--- src/mips_pkg.sv ---
/*
 * mips pipeline shared definitions
 * word and register index types, opcode and funct encodings,
 * ALU operations and the control bundle carried down the pipe
 */
package mips_pkg;

    localparam int DATA_W     = 32;
    localparam int REG_ADDR_W = 5;

    typedef logic [DATA_W-1:0]     word_t;
    typedef logic [REG_ADDR_W-1:0] reg_addr_t;

    typedef enum logic [5:0] {
        OP_RTYPE = 6'd0,
        OP_BEQ   = 6'd4,
        OP_BNE   = 6'd5,
        OP_ADDI  = 6'd8,
        OP_LW    = 6'd35,
        OP_SW    = 6'd43
    } opcode_e;

    typedef enum logic [5:0] {
        FN_ADD = 6'd32,
        FN_SUB = 6'd34,
        FN_AND = 6'd36,
        FN_OR  = 6'd37,
        FN_SLT = 6'd42
    } funct_e;

    typedef enum logic [2:0] {
        ALU_ADD,
        ALU_SUB,
        ALU_AND,
        ALU_OR,
        ALU_SLT
    } alu_op_e;

    typedef struct packed {
        logic    reg_write;
        logic    mem_read;
        logic    mem_write;
        logic    alu_src_imm;   // second ALU operand from imm
        alu_op_e alu_op;
    } ctrl_t;

endpackage

--- src/fetch_unit.sv ---
/*
 * fetch stage
 * program counter with hold and branch redirect, and the
 * instruction memory with a load port for program placement
 */
`timescale 1ns/1ps

module fetch_unit #(
    parameter int IMEM_DEPTH = 64
) (
    input  logic                          SYS_clk,
    input  logic                          SYS_reset,
    input  logic                          load_en,
    input  logic [$clog2(IMEM_DEPTH)-1:0] load_addr,
    input  mips_pkg::word_t               load_data,
    input  logic                          stall,
    input  logic                          branch_taken,
    input  mips_pkg::word_t               branch_target,
    output mips_pkg::word_t               pc,
    output mips_pkg::word_t               instr
);
    localparam int IM_AW = $clog2(IMEM_DEPTH);

    mips_pkg::word_t imem [IMEM_DEPTH];

    always_ff @(posedge SYS_clk or posedge SYS_reset)
    begin
        if (SYS_reset)
            pc <= '0;
        else if (stall)
            pc <= pc;                   // decode is waiting
        else if (branch_taken)
            pc <= branch_target;
        else
            pc <= pc + 32'd4;
    end

    always_ff @(posedge SYS_clk)
    begin
        if (load_en)
            imem[load_addr] <= load_data;
    end

    assign instr = imem[pc[IM_AW+1:2]];  // word index

endmodule

--- config.mk ---
export PLATFORM = sky130hd
export DESIGN_NAME = fetch_unit
export DESIGN_NICKNAME = d
export VERILOG_FILES = /design/src/mips_pkg.sv /design/src/fetch_unit.sv
export SDC_FILE = /design/constraint.sdc
export NUM_CORES = 2
export LEC_CHECK = 0
export ABC_CLOCK_PERIOD_IN_PS = 2400
export BUFFER_PORTS_ARGS = -buffer_cell sky130_fd_sc_hd__buf_2
export CAP_MARGIN = 10
export CORE_UTILIZATION = 25
export CTS_BUF_LIST = sky130_fd_sc_hd__clkbuf_2
export DETAILED_ROUTE_END_ITERATION = 6
export GPL_TIMING_DRIVEN = 0
export MAX_ROUTING_LAYER = met4
export SETUP_SLACK_MARGIN = 0.1
export SLEW_MARGIN = 20
export SYNTH_ARGS = -nofsm -noshare
export SYNTH_HDL_FRONTEND = slang
export SYNTH_SLANG_ARGS = --single-unit
--- constraint.sdc ---
create_clock -name SYS_clk -period 2.4 [get_ports SYS_clk]
set_clock_uncertainty 0.1 [all_clocks]
set_input_delay 0.48 -clock SYS_clk [delete_from_list [all_inputs] [get_ports SYS_clk]]
set_output_delay 0.48 -clock SYS_clk [all_outputs]
set_load 0.02 [all_outputs]
======== Word-level counts from Yosys, hierarchy flattened ========
Memory sizes are Yosys's and may differ from the RTL's.
Index checks and enable logic that the tools add are counted.
word-level totals
  memories kept ........................... 1
  memory bits (writable) .................. 2,048
  flip-flop bits (word level) ............. 32
  input port bits ......................... 75
memories
  memory  depth  bits a word  rd ports  clocked after Yosys merged registers in  write ports  RTL line          RTL
  imem    64     32           1         0                                        1            fetch_unit.sv:24  mips_pkg::word_t imem [IMEM_DEPTH];
operators by class
  $add $sub $neg .......................... 1
  multiplexer cells ....................... 3
operators with widths
  kind                                                              count
  32-bit by 3-bit adder with 32-bit output (second input constant)  1
  32-bit two-way mux                                                1
  1-bit two-way mux                                                 2

======== Longest topological paths before layout ========
  depth after elaboration ................. 2
  depth in mapped cells ................... 10
  depth with buffers taken out ............ 6

======== Worst setup path after synthesis ========
No wires, ideal clock.
  path kind ............................... input to register
  start point ............................. input load_addr[3]
  end point ............................... memory imem[48][0] in the netlist's numbering, enable pin
  arrival ................................. 3.179 ns
  stages on the path ...................... 4
  buffers on the path ..................... 1
  slack ................................... -1.340 ns
  setup time .............................. 0.461 ns
  cell sequence ........................... clkbuf_1 > nor2b_1 > nand4b_1 > nor3_1
RTL lines
  item                RTL line          RTL
  start: declaration  fetch_unit.sv:14  input logic [$clog2(IMEM_DEPTH)-1:0] load_addr,
  end: declaration    fetch_unit.sv:24
Straight into the memory's write port.

======== Final worst setup path ========
  start point ............................. register pc[5]
  end point ............................... output instr[5]
on the way
  word-level cells in the longest chain between the ends .. 1
RTL lines
  item                      RTL line          RTL
  start: declaration        fetch_unit.sv:19  output mips_pkg::word_t pc,
  start signal: assignment  fetch_unit.sv:31  pc <= pc;
  start signal: assignment  fetch_unit.sv:33  pc <= branch_target;
  start signal: assignment  fetch_unit.sv:35  pc <= pc + 32'd4;
  memory 64 x 32 bit        -
  end: declaration          fetch_unit.sv:20  output mips_pkg::word_t instr
No other way between the ends.

==> flow_summary.yaml <==
floorplan:
  die_x_um: 568.2
  design.die.area_mm2: 0.3228
  io_pins: 139
  placeableCoreArea_mm2: 0.3183
  row_count: 207
  initial_core_util: 0.2518
  dieHeight_um: 568.2
yosys:
  synth_cell_types: 59
  muxShareOfSynthArea: 0.1423
  ys_warn_count: 0
  synth_top_family_by_area: "multiplexers"
  synth_compound_area_frac: 0.03910
  synth_fp_nets: 4033
  synth_area_per_cell_um2: 20.25
  async_flop_share: 0.01538
  synth-xor-area-share: 0
  syn_inst: 3957
  ys_seq_area_frac: 0.7774
  synth_adder_area_share: 0.0001561
  syn_area_mm2: 0.08014
  ys.flop_type: "edfxtp_1"
  synth-simple-area-share: 0.02795
  synth-edff-count: 2048
  ys_ff_latch: 2080
sta:
  finalHoldViolations: 0
  layout_min_cycle_time_ps: 5475
  drv_slew: 0
  finalSetupTns_ps: -115750
  rsz0062_at_grt: "yes"
  fin_crit_sh: 2.281
  clock.fmax_mhz: 182.6
  relSlewSlack: 0.1408
  setup_ws_ps: -3075
  holdWs_ps: 133.1
  worstMarginPinSlew_ps: 1289
  setup_viol: 76
worst_setup_path:
  critPathArrivalTime_ps: 4900
  path_max_fanout: 10
  worst_setup_path_start_kind: "flop"
  critPathRequiredTime_ps: 1820
  cp-end-kind: "output port"
  reg2reg_depth: 8
  critPathKind: "flop to output port"
pwr:
  powerDensity_mw_per_mm2: 783.7
  fin_total_pwr_uw: 77770
  power.leakage_uw: 0.03240
  vdd_drop_max_v: 0.0003115
min_path:
  hold_class: "input port to asynchronous set/reset pin"
grt:
  antenna_found_initial: 21
  grt_first_pass_wirelength_um: 319100
  grt_max_degree: 65
  track_usage: 0.1412
  overflow: 0
  grt_pass1_vias: 45153
finish:
  fillers: 30429
  regArea_mm2: 0.06231
  finalNetCount: 5081
  multi_input_area_mm2: 0.01864
  areaGrowthSynthToFinish_pct: 23.84
  drive_gt1_frac: 0.3535
  final_util: 0.3118
route:
  post_drt_wl_per_cell_um: 24.41
  drc: 0
  firstDrtPassIters: 7
  first_iter_violations: 5527
  ant_nets: 0
  vias: 44951
  viasPerCell: 4.723
  totalWireLength_um: 232300
clock_network:
  cts_sinks: 2080
  cts_max_path_buffers: 4
  root_buffer: "clkbuf_2"
  cts_tree: "done"
  cts_made_buffers: 531
  clk_pin_slew_ps: 160
  clk_latency_ps: 1930
  htreeDepth: 6
placed_design:
  place.gp.congestion: 0.8943
  hpwl_um: 140300
  io_buffer_count: 132
  place_ws_ps: -2403
job:
  maxCapViolCount: 0
status:
  violations: "setup timing"
  status: "finished with violations"
cells in the final DEF (no fill, tap or decap), types with 12 or more instances in the layout:
cell / count
edfxtp_1: 2048
clkbuf_2: 762
mux2i_1: 397
mux4_2: 321
dlygate4sd3_1: 190
a22oi_1: 168
buf_4: 129
clkinv_1: 98
nand2_1: 96
buf_6: 87
buf_16: 85
nand4_1: 75
nor2_4: 65
buf_2: 65
o21ai_0: 61
buf_12: 43
a21oi_1: 43
nor2b_1: 37
a211oi_1: 34
a22oi_2: 34
clkbuf_1: 32
clkbuf_4: 32
a21oi_4: 31
nand3_2: 24
and3_4: 23
nor2_1: 22
dfrtp_1: 21
diode_2: 19
nand3_1: 18
o21ai_1: 18
a22o_4: 18
buf_8: 17
inv_2: 16
clkbuf_16: 15
mux2i_2: 14
a22o_1: 13
clkbuf_8: 12
logic make-up (layout without fill, tap and decap cells):
kind of cell	Yosys count	after routing
other	0	19
AND/OR/NAND/NOR	432	432
multiplexers	738	738
adder cells (fa/ha/maj)	1	1
buffers and inverters	245	1606
AO/OA/AOI/OAI	461	461
flip-flops	2080	2080
worst paths after layout:
kind                                         start                     end  slack, ps
worst min-delay path                     SYS_reset      pc[15]$_DFFE_PP0N_        130
worst max register to register  pc[16]$_DFFE_PP0N_      pc[28]$_DFFE_PP0N_       -430
min in group SYS_clk                 load_data[28]  imem[37][28]$_DFFE_PP_        140
max in group asynchronous                SYS_reset       pc[2]$_DFFE_PP0N_       1710
worst max-delay path             pc[5]$_DFFE_PP0N_                instr[5]      -3080
worst min register to register   pc[8]$_DFFE_PP0N_       pc[8]$_DFFE_PP0N_        610
power breakdown:
| part | internal (µW) | switching [µW] |
|---|---|---|
| Combinational | 6140 | 9130 |
| Sequential | 40100 | 151 |
| Clock | 8520 | 13700 |
| Total | 54800 | 23000 |
flip-flops by register name, indices dropped and copies added (netlist names):
signal and flops:
imem 2048, pc 32
repair_timing:
action,4_1_cts,5_1_grt
cloned,3,8
pin swaps,67,95
setup endpoints to repair,93,119
hold buffers,218,6
endpoints found under the hold margin,4112,41
setup buffers,37,48
gates resized for setup,477,260
worst max-delay path, stage by stage, from the launching register on:
cell	delay (ps)
dfrtp_2	470
clkbuf_8	210
and3b_1	230
clkbuf_4	230
clkbuf_4	270
a22o_4	280
a21oi_4	180
nand4_1	480
and3_4	470
buf_6	150
synthesized netlist by cell type, types with 6 or more instances:
cell type / number / area share
a211oi_1: 36 / 0.0034
a21oi_1: 76 / 0.0047
a22o_1: 31 / 0.0034
a22oi_1: 202 / 0.019
and3_1: 35 / 0.0027
buf_1: 11 / 0.00052
buf_2: 81 / 0.0051
buf_4: 6 / 0.00056
clkbuf_1: 140 / 0.0066
dfrtp_1: 32 / 0.010
edfxtp_1: 2048 / 0.77
inv_1: 6 / 0.00028
mux2i_1: 415 / 0.052
mux4_2: 321 / 0.090
nand2_1: 98 / 0.0046
nand3_1: 43 / 0.0027
nand4_1: 75 / 0.0059
nor2_1: 90 / 0.0042
nor2b_1: 39 / 0.0030
nor3_1: 10 / 0.00062
nor4_1: 9 / 0.00070
o21ai_0: 87 / 0.0054
o311ai_0: 6 / 0.00066
final cells by class:
| cell class | count | area share |
|---|---|---|
| Sequential cell | 2080 | 0.6279 |
| Clock inverter | 127 | 0.006241 |
| Timing Repair Buffer | 518 | 0.06581 |
| Multi-Input combinational cell | 1632 | 0.1878 |
| Clock buffer | 719 | 0.03626 |
| Buffer | 236 | 0.02256 |
| Antenna cell | 19 | 0.0004791 |
| Inverter | 6 | 0.0002269 |
| Tap cell | 4180 | 0.05270 |
routing by layer:
metal  wire, µm  GRT usage
met1      92370     0.1779
met2     109200     0.2184
met3      20220    0.03074
met4      10520    0.06173
met5          0          -
through the flow:
step	instances	cell area, µm²
final	9517	99240
after global routing	9508	99220
after CTS	9428	97350
after detailed placement	8324	88410
after global placement	8269	86920
after floorplan	3957	81030
(Power assumes the default switching activity.)
