<file path="src/mips_pkg.sv">
/*
 * mips pipeline shared definitions
 * word and register index types, opcode and funct encodings,
 * ALU operations and the control bundle carried down the pipe
 */
package mips_pkg;

    localparam int DATA_W     = 32;
    localparam int REG_ADDR_W = 5;

    typedef logic [DATA_W-1:0]     word_t;
    typedef logic [REG_ADDR_W-1:0] reg_addr_t;

    typedef enum logic [5:0] {
        OP_RTYPE = 6'd0,
        OP_BEQ   = 6'd4,
        OP_BNE   = 6'd5,
        OP_ADDI  = 6'd8,
        OP_LW    = 6'd35,
        OP_SW    = 6'd43
    } opcode_e;

    typedef enum logic [5:0] {
        FN_ADD = 6'd32,
        FN_SUB = 6'd34,
        FN_AND = 6'd36,
        FN_OR  = 6'd37,
        FN_SLT = 6'd42
    } funct_e;

    typedef enum logic [2:0] {
        ALU_ADD,
        ALU_SUB,
        ALU_AND,
        ALU_OR,
        ALU_SLT
    } alu_op_e;

    typedef struct packed {
        logic    reg_write;
        logic    mem_read;
        logic    mem_write;
        logic    alu_src_imm;   // second ALU operand from imm
        alu_op_e alu_op;
    } ctrl_t;

endpackage

</file>
<file path="src/pipe_if.sv">
/*
 * pipeline stage bundles
 * decode to execute, execute to memory, and the memory-stage
 * forwarding view used by decode and the hazard logic
 */


interface ex_mem_if;
    mips_pkg::word_t     alu_result;
    mips_pkg::word_t     store_data;
    mips_pkg::reg_addr_t dest;
    mips_pkg::ctrl_t     ctrl;

    modport driver   (output alu_result, store_data, dest, ctrl);
    modport receiver (input  alu_result, store_data, dest, ctrl);
    modport monitor  (input  dest, ctrl);
endinterface

interface fwd_if;
    mips_pkg::reg_addr_t mem_dest;
    logic                mem_reg_write;
    logic                mem_is_load;
    mips_pkg::word_t     mem_result;

    modport driver   (output mem_dest, mem_reg_write, mem_is_load, mem_result);
    modport receiver (input  mem_dest, mem_reg_write, mem_is_load, mem_result);
endinterface

</file>
<file path="src/hazard_unit.sv">
/*
 * hazard detection
 * compares decode sources with the execute and memory destinations,
 * raises stall or selects the memory-stage forward
 */
`timescale 1ns/1ps

module hazard_unit (
    input  mips_pkg::reg_addr_t rs,
    input  mips_pkg::reg_addr_t rt,
    input  logic                uses_rt,
    ex_mem_if.monitor           ex,
    fwd_if.receiver             fwd,
    output logic                stall,
    output logic                fwd_a,
    output logic                fwd_b
);
    logic a_ex;
    logic b_ex;
    logic a_mem;
    logic b_mem;

    // producer still in execute, no value yet
    assign a_ex = (rs != '0) && (rs == ex.dest) && ex.ctrl.reg_write;
    assign b_ex = uses_rt && (rt != '0) && (rt == ex.dest) && ex.ctrl.reg_write;

    // producer in memory stage
    assign a_mem = (rs != '0) && (rs == fwd.mem_dest) && fwd.mem_reg_write;
    assign b_mem = uses_rt && (rt != '0) && (rt == fwd.mem_dest) && fwd.mem_reg_write;

    // load data only appears in write-back, so wait one more cycle
    assign stall = a_ex || b_ex || ((a_mem || b_mem) && fwd.mem_is_load);

    assign fwd_a = a_mem && !fwd.mem_is_load;
    assign fwd_b = b_mem && !fwd.mem_is_load;

endmodule

</file>
<file path="src/flat_wrapper.sv">
// flat-port wrapper written by rule: the top's interface ports become plain ports
module hazard_unit_flat 
  (rs, rt, uses_rt, stall, fwd_a, fwd_b, ex_dest, ex_ctrl, fwd_mem_dest, fwd_mem_reg_write, fwd_mem_is_load, fwd_mem_result);
  ex_mem_if ex_i ();
  fwd_if fwd_i ();
  input  mips_pkg::reg_addr_t rs;
  input  mips_pkg::reg_addr_t rt;
  input  logic uses_rt;
  output logic stall;
  output logic fwd_a;
  output logic fwd_b;
  input wire logic [$bits(ex_i.dest)-1:0] ex_dest;
  input wire logic [$bits(ex_i.ctrl)-1:0] ex_ctrl;
  input wire logic [$bits(fwd_i.mem_dest)-1:0] fwd_mem_dest;
  input wire logic [$bits(fwd_i.mem_reg_write)-1:0] fwd_mem_reg_write;
  input wire logic [$bits(fwd_i.mem_is_load)-1:0] fwd_mem_is_load;
  input wire logic [$bits(fwd_i.mem_result)-1:0] fwd_mem_result;
  assign ex_i.dest = ex_dest;
  assign ex_i.ctrl = ex_ctrl;
  assign fwd_i.mem_dest = fwd_mem_dest;
  assign fwd_i.mem_reg_write = fwd_mem_reg_write;
  assign fwd_i.mem_is_load = fwd_mem_is_load;
  assign fwd_i.mem_result = fwd_mem_result;
  hazard_unit u_core (.rs(rs), .rt(rt), .uses_rt(uses_rt), .ex(ex_i), .fwd(fwd_i), .stall(stall), .fwd_a(fwd_a), .fwd_b(fwd_b));
endmodule
</file>
<file path="config.mk">
export PLATFORM = sky130hd
export DESIGN_NAME = hazard_unit_flat
export DESIGN_NICKNAME = d
export VERILOG_FILES = /design/src/mips_pkg.sv /design/src/pipe_if.sv /design/src/hazard_unit.sv /design/src/flat_wrapper.sv
export SDC_FILE = /design/constraint.sdc
export NUM_CORES = 1
export LEC_CHECK = 0
export BUFFER_PORTS_ARGS = -buffer_cell sky130_fd_sc_hd__buf_2
export CORE_AREA = 2 2 39 41
export DETAILED_ROUTE_END_ITERATION = 8
export DIE_AREA = 0 0 41 43
export PLACE_DENSITY = 0.82
export SETUP_SLACK_MARGIN = 0.1
export SLEW_MARGIN = 20
export SYNTH_ARGS = -nofsm -noshare
export SYNTH_HDL_FRONTEND = slang
export SYNTH_SLANG_ARGS = --single-unit
</file>
<file path="constraint.sdc">
create_clock -name vclk -period 3.4
set_input_delay 0.85 -clock vclk [all_inputs]
set_output_delay 0.85 -clock vclk [all_outputs]
set_load 0.05 [all_outputs]
</file>
[Word-level counts from Yosys, hierarchy flattened]
Cells that the tools add are included.
Word-level totals
  input port bits: 62
  register bits after elaboration: 0
  word-level logic and storage cells: 22
  output and inout bits: 3
Operators by class
  equal/unequal tests: 4
  reduce and logical (&&, ||, !) cells: 18
Operator list (count)
  equality test 5 bit: 4
  logical AND 1 bit: 12
  nonzero test 5 bit: 2
  logical OR 1 bit: 3
  logical NOT 1 bit: 1

[Depth between registers and ports, before layout]
  depth after elaboration: 7
  mapped depth: 5
  depth with buffers taken out: 5

[Worst setup path after synthesis]
OpenSTA, ideal clock, no wires.
  path kind: in2out
  from: input port rt[0]
  to: output port fwd_b
  path buffers: 0
  cell stages on the path: 3
  data required time: 2.550 ns
  data arrival time: 2.615 ns
  setup slack: -0.065 ns
  cell sequence: xnor2_1 nand4_1 nor4_1
Between the ends
  cells in the longest elaborated chain, start to end: 5
  elaborated cells on any way between the ends: 6
  those cells by class: eq/ne: 1; reduce/logical: 5
Ends and longest elaborated chain
  start, declared: line flat_wrapper.sv:7  | input mips_pkg::reg_addr_t rt;
  nonzero test 5 bit: line hazard_unit.sv:29  | assign b_mem = uses_rt && (rt != '0) && (rt == fwd.mem_dest) && fwd.mem_reg_write;
  logical AND 1 bit: line hazard_unit.sv:29
  logical AND 1 bit * (2 in series): line hazard_unit.sv:29
  logical AND 1 bit *: line hazard_unit.sv:35  | assign fwd_b = b_mem && !fwd.mem_is_load;
  end, declared: line flat_wrapper.sv:11  | output logic fwd_b;
Mark *: on every way between the ends. The rest lies on a longest branch, timed or not.

[Worst setup path in the final report]
  from: input port rt[0]
  to: output port stall
Between the ends
  cells in the longest elaborated chain, start to end: 7
  elaborated cells on any way between the ends: 12
  those cells by class: eq/ne: 2; reduce/logical: 10
Ends and longest elaborated chain
  nonzero test 5 bit: line hazard_unit.sv:25, hazard_unit.sv:29
  logical AND 1 bit: line hazard_unit.sv:25, hazard_unit.sv:29
  logical AND 1 bit (2 in series): line hazard_unit.sv:29
  logical OR 1 bit: line hazard_unit.sv:32  | assign stall = a_ex || b_ex || ((a_mem || b_mem) && fwd.mem_is_load);
  logical AND 1 bit: line hazard_unit.sv:32
  logical OR 1 bit *: line hazard_unit.sv:32
  end, declared: line flat_wrapper.sv:9  | output logic stall;
Marks and branches as above.

==> flow_metrics.tcl <==
set metrics [dict create \
    crit_path_cell_trace "buf_2 -> or4_4 -> o21ai_2 -> nor3_1 -> o21ai_1 -> o211ai_1 -> buf_2" \
    seq_area_um2 0 \
    crit_arrival_ns 2.22 \
    synthAdderAreaFrac_pct 0 \
    core-area_um2 1380 \
    area_growth_pct 56.8 \
    via_per_inst 4.60 \
    antennaDiodeCount 0 \
    crit_top_cell "buf_2" \
    hpwl_um 845 \
    startpoint_type "input port" \
    yosysMostFrequentCell "xnor2_1" \
    relSlewSlack_pct 74.3 \
    total_power_mw 0.0518 \
    syn_inst 37 \
    die_w_um 41 \
    whs_ns 2.05 \
    crit_buf_inv 2 \
    cts_resized 0 \
    synth.net_count 99 \
    hold_end "fwd_a" \
    synthMuxAreaShare_pct 0 \
    timing.fmax_ghz 0.326 \
    first_global_vias 380 \
    yosysTopAreaCell "xnor2_1" \
    die_h_um 43 \
    critical_path_required_ns 2.55 \
    ios 65 \
    cp-end-kind "output port" \
    grt_max_degree 4 \
    tns_ns 0 \
    synth_cell_types 14 \
    antenna_found_initial 0 \
    critPathKind "in2out" \
    initial_core_util_pct 20.5 \
    whs_path_depth 3 \
    post-place-cells 80 \
    cts_setup_buffers 0 \
    crit_family "simple AND/OR/NAND/NOR gates" \
    syn_area_um2 284 \
    setup_viol 0 \
    drc 0 \
    cts_hold_buffers 0 \
    yosys-top-cells-count "xnor2_1 (12), xor2_1 (8), nand4_1 (3), nor4_1 (3), or4_1 (2)" \
    fin_crit_sh_pct 90.4 \
    tightestPinTransition_ns 0.382 \
    final_antenna_net_count 0 \
    drive_gt1_share_pct 46.9 \
    grt_pass1_wl_um 1460 \
    p_leak_nw 0.189 \
    post-route-min-period_ns 3.07 \
    grt_remaining_overflow 0 \
    status "completed" \
    rsz0062_at_grt "false" \
    p_per_area_nw_per_um2 116 \
    synth_top_area_share_pct 37.0 \
    nets 128 \
    vias 368 \
    drt_first_pass_iters 4 \
    seq_area_frac_synth_pct 0 \
    clock_buffers 0 \
    synth_xor_area_share_pct 61.7 \
    synth_compound_area_share_pct 7.49 \
    synth_top_family_by_area "XOR/XNOR gates" \
    grt.total_usage_pct 11.2 \
    drv_slew 0 \
    synth_warnings 0 \
    avgRoutedWirePerCell_um 11.0 \
    cp_slowest_cell "or4_4" \
    synth_area_leaders "xnor2_1 (37%), xor2_1 (25%), nand4_1 (6.6%)" \
    drt-total-wl_um 882 \
    peakVddDrop_mv 0.0407 \
    num_rows 14 \
    cap_violations 0 \
    avgSynthCellArea_um2 7.68 \
    finalHoldViolCount 0 \
    synthSimpleGateAreaFrac_pct 30.8 \
    first_iter_violations 2 \
    io_buffers 27 \
    hp-start "fwd_mem_is_load" \
    cp_max_fo 3 \
    seq_cells 0 \
    hp-class "in2out" \
    dieArea_um2 1760 \
    layout.cells.non_filler 80 \
    max_stage_delay_ns 0.54 \
    place_congestion 0.866 \
]
-- layer usage --
layer / part of all wire (%) / global-route usage [%] / vias up / wire (um)
li1: - / - / 191 / -
met1: 39 / 13.6 / 157 / 348
met5: 0 / 0 / - / 0
met2: 50 / 21.3 / 20 / 439
met4: 0 / 0 / 0 / 0
met3: 11 / 0.524 / 0 / 93
-- layout make-up --
cell class / instances / area, um^2
multi-input combinational: 37 / 290
tap: 16 / 20.0
timing repair buffer: 27 / 135
fill: 154 / 938
-- worst max path at each step --
stage | start | endpoint | slack [ns] | cells past startpoint
global placement | rt[0] | stall | 0.34 | 7
detailed placement | rt[0] | stall | 0.31 | 7
floorplan | rt[0] | stall | 0.40 | 5
CTS | rt[0] | stall | 0.32 | 7
finish | rt[0] | stall | 0.33 | 7
global route | rt[0] | stall | 0.26 | 7
-- cells in the final DEF (no fill, tap or decap) --
master,count
nand4_1,3
o21ai_2,1
o211ai_1,1
xnor2_1,12
nand3_1,1
or4_1,2
nor3_1,1
nor4_1,2
buf_2,27
nand2_1,1
nor4_2,1
o21ai_1,1
nor2_1,1
xor2_1,8
or4_4,1
nor2b_1,1
-- cells by family after synthesis --
| logic type | after synthesis |
|---|---|
| xor gates and xnor gates | 20 |
| and+or+nand+nor | 14 |
| AOI/OAI and AO/OA | 3 |
-- stage by stage --
step | util (%) | area (um^2) | setup WS (ns)
floorplan | - | 290 | 0.404
detailed placement | 32.2 | 445 | 0.313
CTS | 32.2 | 445 | 0.316
finish | 32.2 | 445 | 0.328
global route | 32.2 | 445 | 0.262
global placement | 32.2 | 445 | 0.340
-- worst min-delay path, delay by kind of cell --
kind	cells	cell delay, ns
simple gates	1	0.04
buf+inv	2	0.31
-- report_power, final --
group          total (mW)  internal [mW]  switching (mW)
clock network           0              0               0
logic              0.0518         0.0261          0.0257
registers               0              0               0
total              0.0518         0.0261          0.0257
(Power assumes the default switching activity.)
