**config.mk**
```make
export PLATFORM = sky130hd
export DESIGN_NAME = execute_unit_flat
export DESIGN_NICKNAME = d
export VERILOG_FILES = /design/src/mips_pkg.sv /design/src/pipe_if.sv /design/src/execute_unit.sv /design/src/flat_wrapper.sv
export SDC_FILE = /design/constraint.sdc
export NUM_CORES = 1
export LEC_CHECK = 0
export BUFFER_PORTS_ARGS = -buffer_cell sky130_fd_sc_hd__buf_2
export CAP_MARGIN = 30
export CORE_MARGIN = 2
export CORE_UTILIZATION = 40
export CTS_BUF_LIST = sky130_fd_sc_hd__clkbuf_4 sky130_fd_sc_hd__clkbuf_8 sky130_fd_sc_hd__clkbuf_16
export CTS_CLUSTER_DIAMETER = 30
export DETAILED_ROUTE_END_ITERATION = 12
export PLACE_DENSITY = 0.7
export SETUP_SLACK_MARGIN = 0.3
export SKIP_CTS_REPAIR_TIMING = 1
export SKIP_LAST_GASP = 1
export SYNTH_ARGS = -nofsm -noshare
export SYNTH_HDL_FRONTEND = slang
export SYNTH_SLANG_ARGS = --single-unit
```
**constraint.sdc**
```tcl
create_clock -name SYS_clk -period 4.1 [get_ports SYS_clk]
set_input_delay 0.41 -clock SYS_clk [delete_from_list [all_inputs] [get_ports SYS_clk]]
set_output_delay 0.41 -clock SYS_clk [all_outputs]
set_load 0.02 [all_outputs]
```
**src/mips_pkg.sv**
```systemverilog
/*
 * mips pipeline shared definitions
 * word and register index types, opcode and funct encodings,
 * ALU operations and the control bundle carried down the pipe
 */
package mips_pkg;

    localparam int DATA_W     = 32;
    localparam int REG_ADDR_W = 5;

    typedef logic [DATA_W-1:0]     word_t;
    typedef logic [REG_ADDR_W-1:0] reg_addr_t;

    typedef enum logic [5:0] {
        OP_RTYPE = 6'd0,
        OP_BEQ   = 6'd4,
        OP_BNE   = 6'd5,
        OP_ADDI  = 6'd8,
        OP_LW    = 6'd35,
        OP_SW    = 6'd43
    } opcode_e;

    typedef enum logic [5:0] {
        FN_ADD = 6'd32,
        FN_SUB = 6'd34,
        FN_AND = 6'd36,
        FN_OR  = 6'd37,
        FN_SLT = 6'd42
    } funct_e;

    typedef enum logic [2:0] {
        ALU_ADD,
        ALU_SUB,
        ALU_AND,
        ALU_OR,
        ALU_SLT
    } alu_op_e;

    typedef struct packed {
        logic    reg_write;
        logic    mem_read;
        logic    mem_write;
        logic    alu_src_imm;   // second ALU operand from imm
        alu_op_e alu_op;
    } ctrl_t;

endpackage

```
**src/pipe_if.sv**
```systemverilog
/*
 * pipeline stage bundles
 * decode to execute, execute to memory, and the memory-stage
 * forwarding view used by decode and the hazard logic
 */
`timescale 1ns/1ps

interface id_ex_if;
    mips_pkg::word_t     operand_a;
    mips_pkg::word_t     operand_b;
    mips_pkg::word_t     imm;
    mips_pkg::reg_addr_t dest;
    mips_pkg::ctrl_t     ctrl;
    logic                valid;     // low for a bubble

    modport driver   (output operand_a, operand_b, imm, dest, ctrl, valid);
    modport receiver (input  operand_a, operand_b, imm, dest, ctrl, valid);
endinterface

interface ex_mem_if;
    mips_pkg::word_t     alu_result;
    mips_pkg::word_t     store_data;
    mips_pkg::reg_addr_t dest;
    mips_pkg::ctrl_t     ctrl;

    modport driver   (output alu_result, store_data, dest, ctrl);
    modport receiver (input  alu_result, store_data, dest, ctrl);
    modport monitor  (input  dest, ctrl);
endinterface


```
**src/execute_unit.sv**
```systemverilog
/*
 * execute stage
 * ID/EX register and the ALU
 */
`timescale 1ns/1ps

module execute_unit (
    input  logic      SYS_clk,
    input  logic      SYS_reset,
    id_ex_if.receiver id_ex,
    ex_mem_if.driver  ex_mem
);
    mips_pkg::word_t     a_q;
    mips_pkg::word_t     b_q;
    mips_pkg::word_t     imm_q;
    mips_pkg::reg_addr_t dest_q;
    mips_pkg::ctrl_t     ctrl_q;
    logic                valid_q;
    mips_pkg::word_t     alu_b;
    mips_pkg::word_t     result;

    always_ff @(posedge SYS_clk or posedge SYS_reset)
    begin
        if (SYS_reset)
        begin
            ctrl_q  <= '0;
            valid_q <= 1'b0;
        end
        else
        begin
            ctrl_q  <= id_ex.ctrl;
            valid_q <= id_ex.valid;
        end
    end

    always_ff @(posedge SYS_clk)
    begin
        a_q    <= id_ex.operand_a;
        b_q    <= id_ex.operand_b;
        imm_q  <= id_ex.imm;
        dest_q <= id_ex.dest;
    end

    assign alu_b = ctrl_q.alu_src_imm ? imm_q : b_q;

    always_comb
    begin
        case (ctrl_q.alu_op)
            mips_pkg::ALU_SUB: result = a_q - alu_b;
            mips_pkg::ALU_AND: result = a_q & alu_b;
            mips_pkg::ALU_OR:  result = a_q | alu_b;
            mips_pkg::ALU_SLT: result = {{(mips_pkg::DATA_W-1){1'b0}},
                                         $signed(a_q) < $signed(alu_b)};
            default:           result = a_q + alu_b;   // add, wraps, also addresses
        endcase
    end

    assign ex_mem.alu_result = result;
    assign ex_mem.store_data = b_q;
    assign ex_mem.dest       = dest_q;
    assign ex_mem.ctrl       = valid_q ? ctrl_q : '0;   // bubble has no effect

endmodule

```
**src/flat_wrapper.sv**
```systemverilog
// flat-port wrapper written by rule: the top's interface ports become plain ports
module execute_unit_flat 
  (SYS_clk, SYS_reset, id_ex_operand_a, id_ex_operand_b, id_ex_imm, id_ex_dest, id_ex_ctrl, id_ex_valid, ex_mem_alu_result, ex_mem_store_data, ex_mem_dest, ex_mem_ctrl);
  id_ex_if id_ex_i ();
  ex_mem_if ex_mem_i ();
  input  logic SYS_clk;
  input  logic SYS_reset;
  input wire logic [$bits(id_ex_i.operand_a)-1:0] id_ex_operand_a;
  input wire logic [$bits(id_ex_i.operand_b)-1:0] id_ex_operand_b;
  input wire logic [$bits(id_ex_i.imm)-1:0] id_ex_imm;
  input wire logic [$bits(id_ex_i.dest)-1:0] id_ex_dest;
  input wire logic [$bits(id_ex_i.ctrl)-1:0] id_ex_ctrl;
  input wire logic [$bits(id_ex_i.valid)-1:0] id_ex_valid;
  output wire logic [$bits(ex_mem_i.alu_result)-1:0] ex_mem_alu_result;
  output wire logic [$bits(ex_mem_i.store_data)-1:0] ex_mem_store_data;
  output wire logic [$bits(ex_mem_i.dest)-1:0] ex_mem_dest;
  output wire logic [$bits(ex_mem_i.ctrl)-1:0] ex_mem_ctrl;
  assign id_ex_i.operand_a = id_ex_operand_a;
  assign id_ex_i.operand_b = id_ex_operand_b;
  assign id_ex_i.imm = id_ex_imm;
  assign id_ex_i.dest = id_ex_dest;
  assign id_ex_i.ctrl = id_ex_ctrl;
  assign id_ex_i.valid = id_ex_valid;
  assign ex_mem_alu_result = ex_mem_i.alu_result;
  assign ex_mem_store_data = ex_mem_i.store_data;
  assign ex_mem_dest = ex_mem_i.dest;
  assign ex_mem_ctrl = ex_mem_i.ctrl;
  execute_unit u_core (.SYS_clk(SYS_clk), .SYS_reset(SYS_reset), .id_ex(id_ex_i), .ex_mem(ex_mem_i));
endmodule
```
### Word level (Yosys, flattened, before mapping)

Cells that the tools add are included.

| cells by class | value |
|---|---|
| muxes and demuxes | 3 |
| $add $sub $neg | 2 |
| $lt $le $gt $ge | 1 |
| equality and inequality tests | 4 |
| bitwise operators | 2 |

Operators by type and width:

| kind | count |
|---|---|
| 32-bit case mux with 4 select lines | 1 |
| 32-bit adder | 1 |
| 32-bit AND | 1 |
| 32-bit less-than comparator | 1 |
| 32-bit two-way mux | 1 |
| 32-bit OR | 1 |
| 32-bit subtractor | 1 |
| 7-bit two-way mux | 1 |
| 3-bit by 2-bit equality test with 1-bit output, second input constant | 2 |
| 3-bit by 1-bit equality test with 1-bit output, second input constant | 1 |
| 3-bit equality test, second input constant | 1 |

| word-level totals | value |
|---|---|
| input bits | 111 |
| output and inout port bits | 76 |
| logic and storage cells | 22 |
| register bits after elaboration | 109 |

### Logic depth before layout (Yosys ltp)

| logic depth | value |
|---|---|
| depth in word-level cells | 3 |
| mapped depth | 16 |
| gate-level depth less buffers | 14 |

### Least setup slack after synthesis

OpenSTA, ideal clock, no wires.

| timing path | value |
|---|---|
| path type | reg2out |
| start | register u_core.ctrl_q[3] (netlist bit) |
| end | output ex_mem_alu_result[30] |
| arrival | 3778 ps |
| path buffers | 2 |
| slack | -88 ps |
| stages on the path, launching flop included | 16 |
| cell sequence | dfrtp_1 > clkbuf_1 > clkbuf_1 > mux2i_1 > inv_1 > ha_1 > fa_1 > o21bai_1 > a221oi_1 > o2111ai_1 > a21oi_1 > a21oi_1 > a211o_1 > o22ai_2 > xnor2_1 > o221ai_1 |

| between the ends | value |
|---|---|
| cells in the longest elaborated chain, start to end | 3 |
| elaborated cells between the ends (all ways) | 6 |
| classes of those cells | add/sub: 2; mux: 2; bitwise: 2 |

Ends and longest elaborated chain:

| element | RTL line | RTL |
|---|---|---|
| from (decl) | execute_unit.sv:17 | `mips_pkg::ctrl_t ctrl_q;` |
| from (signal assigned) | execute_unit.sv:31 | `ctrl_q <= id_ex.ctrl;` |
| 32-bit two-way mux (*) | execute_unit.sv:44 | `assign alu_b = ctrl_q.alu_src_imm ? imm_q : b_q;` |
| 32-bit adder (tied with other cells) | execute_unit.sv:54 | `default: result = a_q + alu_b;` |
| 32-bit case mux with 4 select lines (*) | execute_unit.sv:48 | `case (ctrl_q.alu_op)` |
| to (decl) | flat_wrapper.sv:14 | `output wire logic [$bits(ex_mem_i.alu_result)-1:0] ex_mem_alu_result;` |

Every way passes the cells marked *; elsewhere a longest branch is shown, timed or not.

### Worst setup path in the final report

| timing path | value |
|---|---|
| start | register u_core.ctrl_q[3] (netlist bit) |
| end | output ex_mem_alu_result[29] |

Same word-level chain as after synthesis.

==> flow_metrics.py <==
metrics = {
    "yosys": {
        "synth_cell_types": 69,
        "synth_area_leaders": "dfxtp_1, ha_1, mux2i_1, inv_1, a21oi_1",
        "ys.flop_type": "dfxtp_1",
        "syn_inst": 915,
        "synthArstFlopShare": 0.0734,
        "synth.top_cells.by_count": "ha_1, inv_1, dfxtp_1",
        "synth-edff-count": 0,
        "syn_avg_cell_area_um2": 8.36,
        "ys_ff_latch": 109,
        "seq_area_frac_synth": 0.290,
        "syn-cell-area_um2": 7650,
        "yosys.area.top_type_share": 0.264,
        "synth.largest_area_cell": "dfxtp_1",
        "syn_nets": 1132,
        "yosys_warnings": 0,
    },
    "layout": {
        "area_growth_pct": 32.4,
        "diodes": 0,
        "fin_util": 0.540,
        "drive_above_1_share": 0.331,
        "finalNetCount": 1334,
    },
    "worst_setup_path": {
        "critical_path_required_ps": 3690,
        "path_max_fanout": 8,
        "arrival_ps": 3860,
        "crit_path_start_kind": "flop",
        "path_class": "flop to output pin",
        "cp-end-kind": "output pin",
    },
    "sta": {
        "rsz0062_at_grt": "true",
        "fin_crit_ps": 4270,
        "fin_ws_ps": -173,
        "fmax_ghz": 0.234,
        "final-setup-viol-count": 13,
        "tns_ps": -1180,
        "slew-limit-headroom": 0.448,
        "worst_hold_slack_ps": 0.177,
        "finalHoldViolations": 0,
        "period_share": 1.04,
        "worst_slew_pin_slew_ps": 825,
        "drv_slew": 0,
    },
    "global_route": {
        "grt_pass1_wl_um": 35100,
        "grt_pass1_vias": 6938,
        "grt_overflow_total": 0,
        "antenna_found_initial": 1,
        "grt_max_degree": 56,
        "grt_usage": 0.220,
    },
    "status": {
        "violations": "negative setup slack",
        "run_status": "finished, violations left",
    },
    "drt": {
        "drtPass1Iterations": 5,
        "drc": 0,
        "routed_via_density": 5.55,
        "routed_wl_um": 23400,
        "wire_per_inst_um": 17.3,
        "drtIter0Drc": 677,
        "detail-route-antenna-nets": 0,
        "vias": 7526,
    },
    "floorplanning": {
        "io_pins": 187,
        "initial_core_util": 0.408,
        "die_h_um": 142,
        "die_w_um": 142,
        "placementRows": 50,
        "dieArea_um2": 20300,
        "coreArea_um2": 18800,
    },
    "pwr": {
        "p_leak_nw": 4.78,
        "p_per_area_nw_per_um2": 347,
        "peakVddDrop_uv": 197,
        "p_total_mw": 3.52,
    },
    "place": {
        "dp_hpwl_um": 17400,
        "place.gp.congestion": 1.00,
        "port_buffers": 186,
    },
    "min_path": {
        "hold_class": "input pin to async pin",
    },
    "clocking": {
        "cts_tree": "built",
        "cts_root_buf": "clkbuf_16",
        "cts_inserted_buffers": 9,
        "clkTransAtPathRegs_ps": 80,
        "htree_levels": 3,
        "cts.sinks": 109,
        "clock_path_buffers": 2,
    },
    "flow_run": {
        "maxCapViolCount": 0,
    },
}
-- area by class of cell --
type / instances / area (um2)
Tap cell: 234 / 293
Timing Repair Buffer: 235 / 1380
Fill cell: 1727 / 8640
Sequential cell: 109 / 2220
Clock inverter: 6 / 65.1
Multi-Input combinational cell: 657 / 5540
Inverter: 105 / 397
Clock buffer: 10 / 233
-- per-stage QoR --
step	std cells	instance area [um2]	worst slack, ps
floorplan	915	7680	260
global placement	1330	9020	55.1
detailed placement	1330	9020	-17.7
CTS	1346	9320	-443
global route	1356	10100	-290
finish	1356	10100	-173
-- flip-flops by register name, indices dropped and copies added, names as in the netlist --
register / cells
u_core.imm_q: 32
u_core.valid_q: 1
u_core.ex_mem.dest: 5
u_core.ctrl_q: 7
u_core.a_q: 32
u_core.ex_mem.store_data: 32
-- final timing paths --
path | startpoint | to | slack (ps) | depth (start not counted)
min in group SYS_clk | id_ex_imm[7] | u_core.imm_q[7] | 130 | 1
worst max-delay path | u_core.ctrl_q[3] | ex_mem_alu_result[29] | -170 | 13
max in group asynchronous | SYS_reset | u_core.ctrl_q[3] | 3800 | 2
worst min-delay path | SYS_reset | u_core.valid_q | 0.2 | 2
-- routing by layer --
metal | share of wire | global-route usage | wire length, um
met5 | 0.00047 | 0 | 11
met4 | 0.028 | 0.0761 | 660
met3 | 0.077 | 0.0552 | 1810
met2 | 0.44 | 0.338 | 10400
met1 | 0.45 | 0.300 | 10600
-- worst max-delay path, cell delays in order (launching register included) --
cell and delay [ps]:
dfrtp_2 510, buf_12 190, mux2i_4 200, ha_4 320, inv_4 50, o41a_1 470, a221o_1 410, a41oi_4 220
a31oi_4 160, o31a_1 340, a311oi_2 220, o211ai_1 120, o211ai_2 90, buf_4 170
-- where the power goes --
part	total [mW]	switching (mW)	internal, mW	leakage [nW]
sequential	1.16	0.0415	1.12	0.945
combinational	1.47	0.860	0.608	3.69
clock	0.891	0.452	0.439	0.148
-- cell usage in the layout (no fill, tap or decap), types with 13 or more instances in the layout --
cell type / instances
a21oi_1: 59
buf_2: 174
buf_4: 54
dfxtp_1: 101
ha_1: 90
inv_1: 104
mux2i_1: 19
mux2i_2: 13
nand2_1: 54
nand2b_1: 13
nor2_1: 63
o211ai_1: 17
o21ai_0: 42
o22ai_1: 21
-- cell families (layout without fill, tap and decap cells) --
logic type	after synthesis	count (layout)	share of synthesized area
adders and majority gates	107	107	0.177
buffers and inverters	149	356	0.0749
AOI/OAI and AO/OA	281	281	0.251
xor gates and xnor gates	22	22	0.0252
DFF	109	109	0.290
muxes	43	43	0.0567
and+or+nand+nor	204	204	0.125
(Power assumes the default switching activity.)
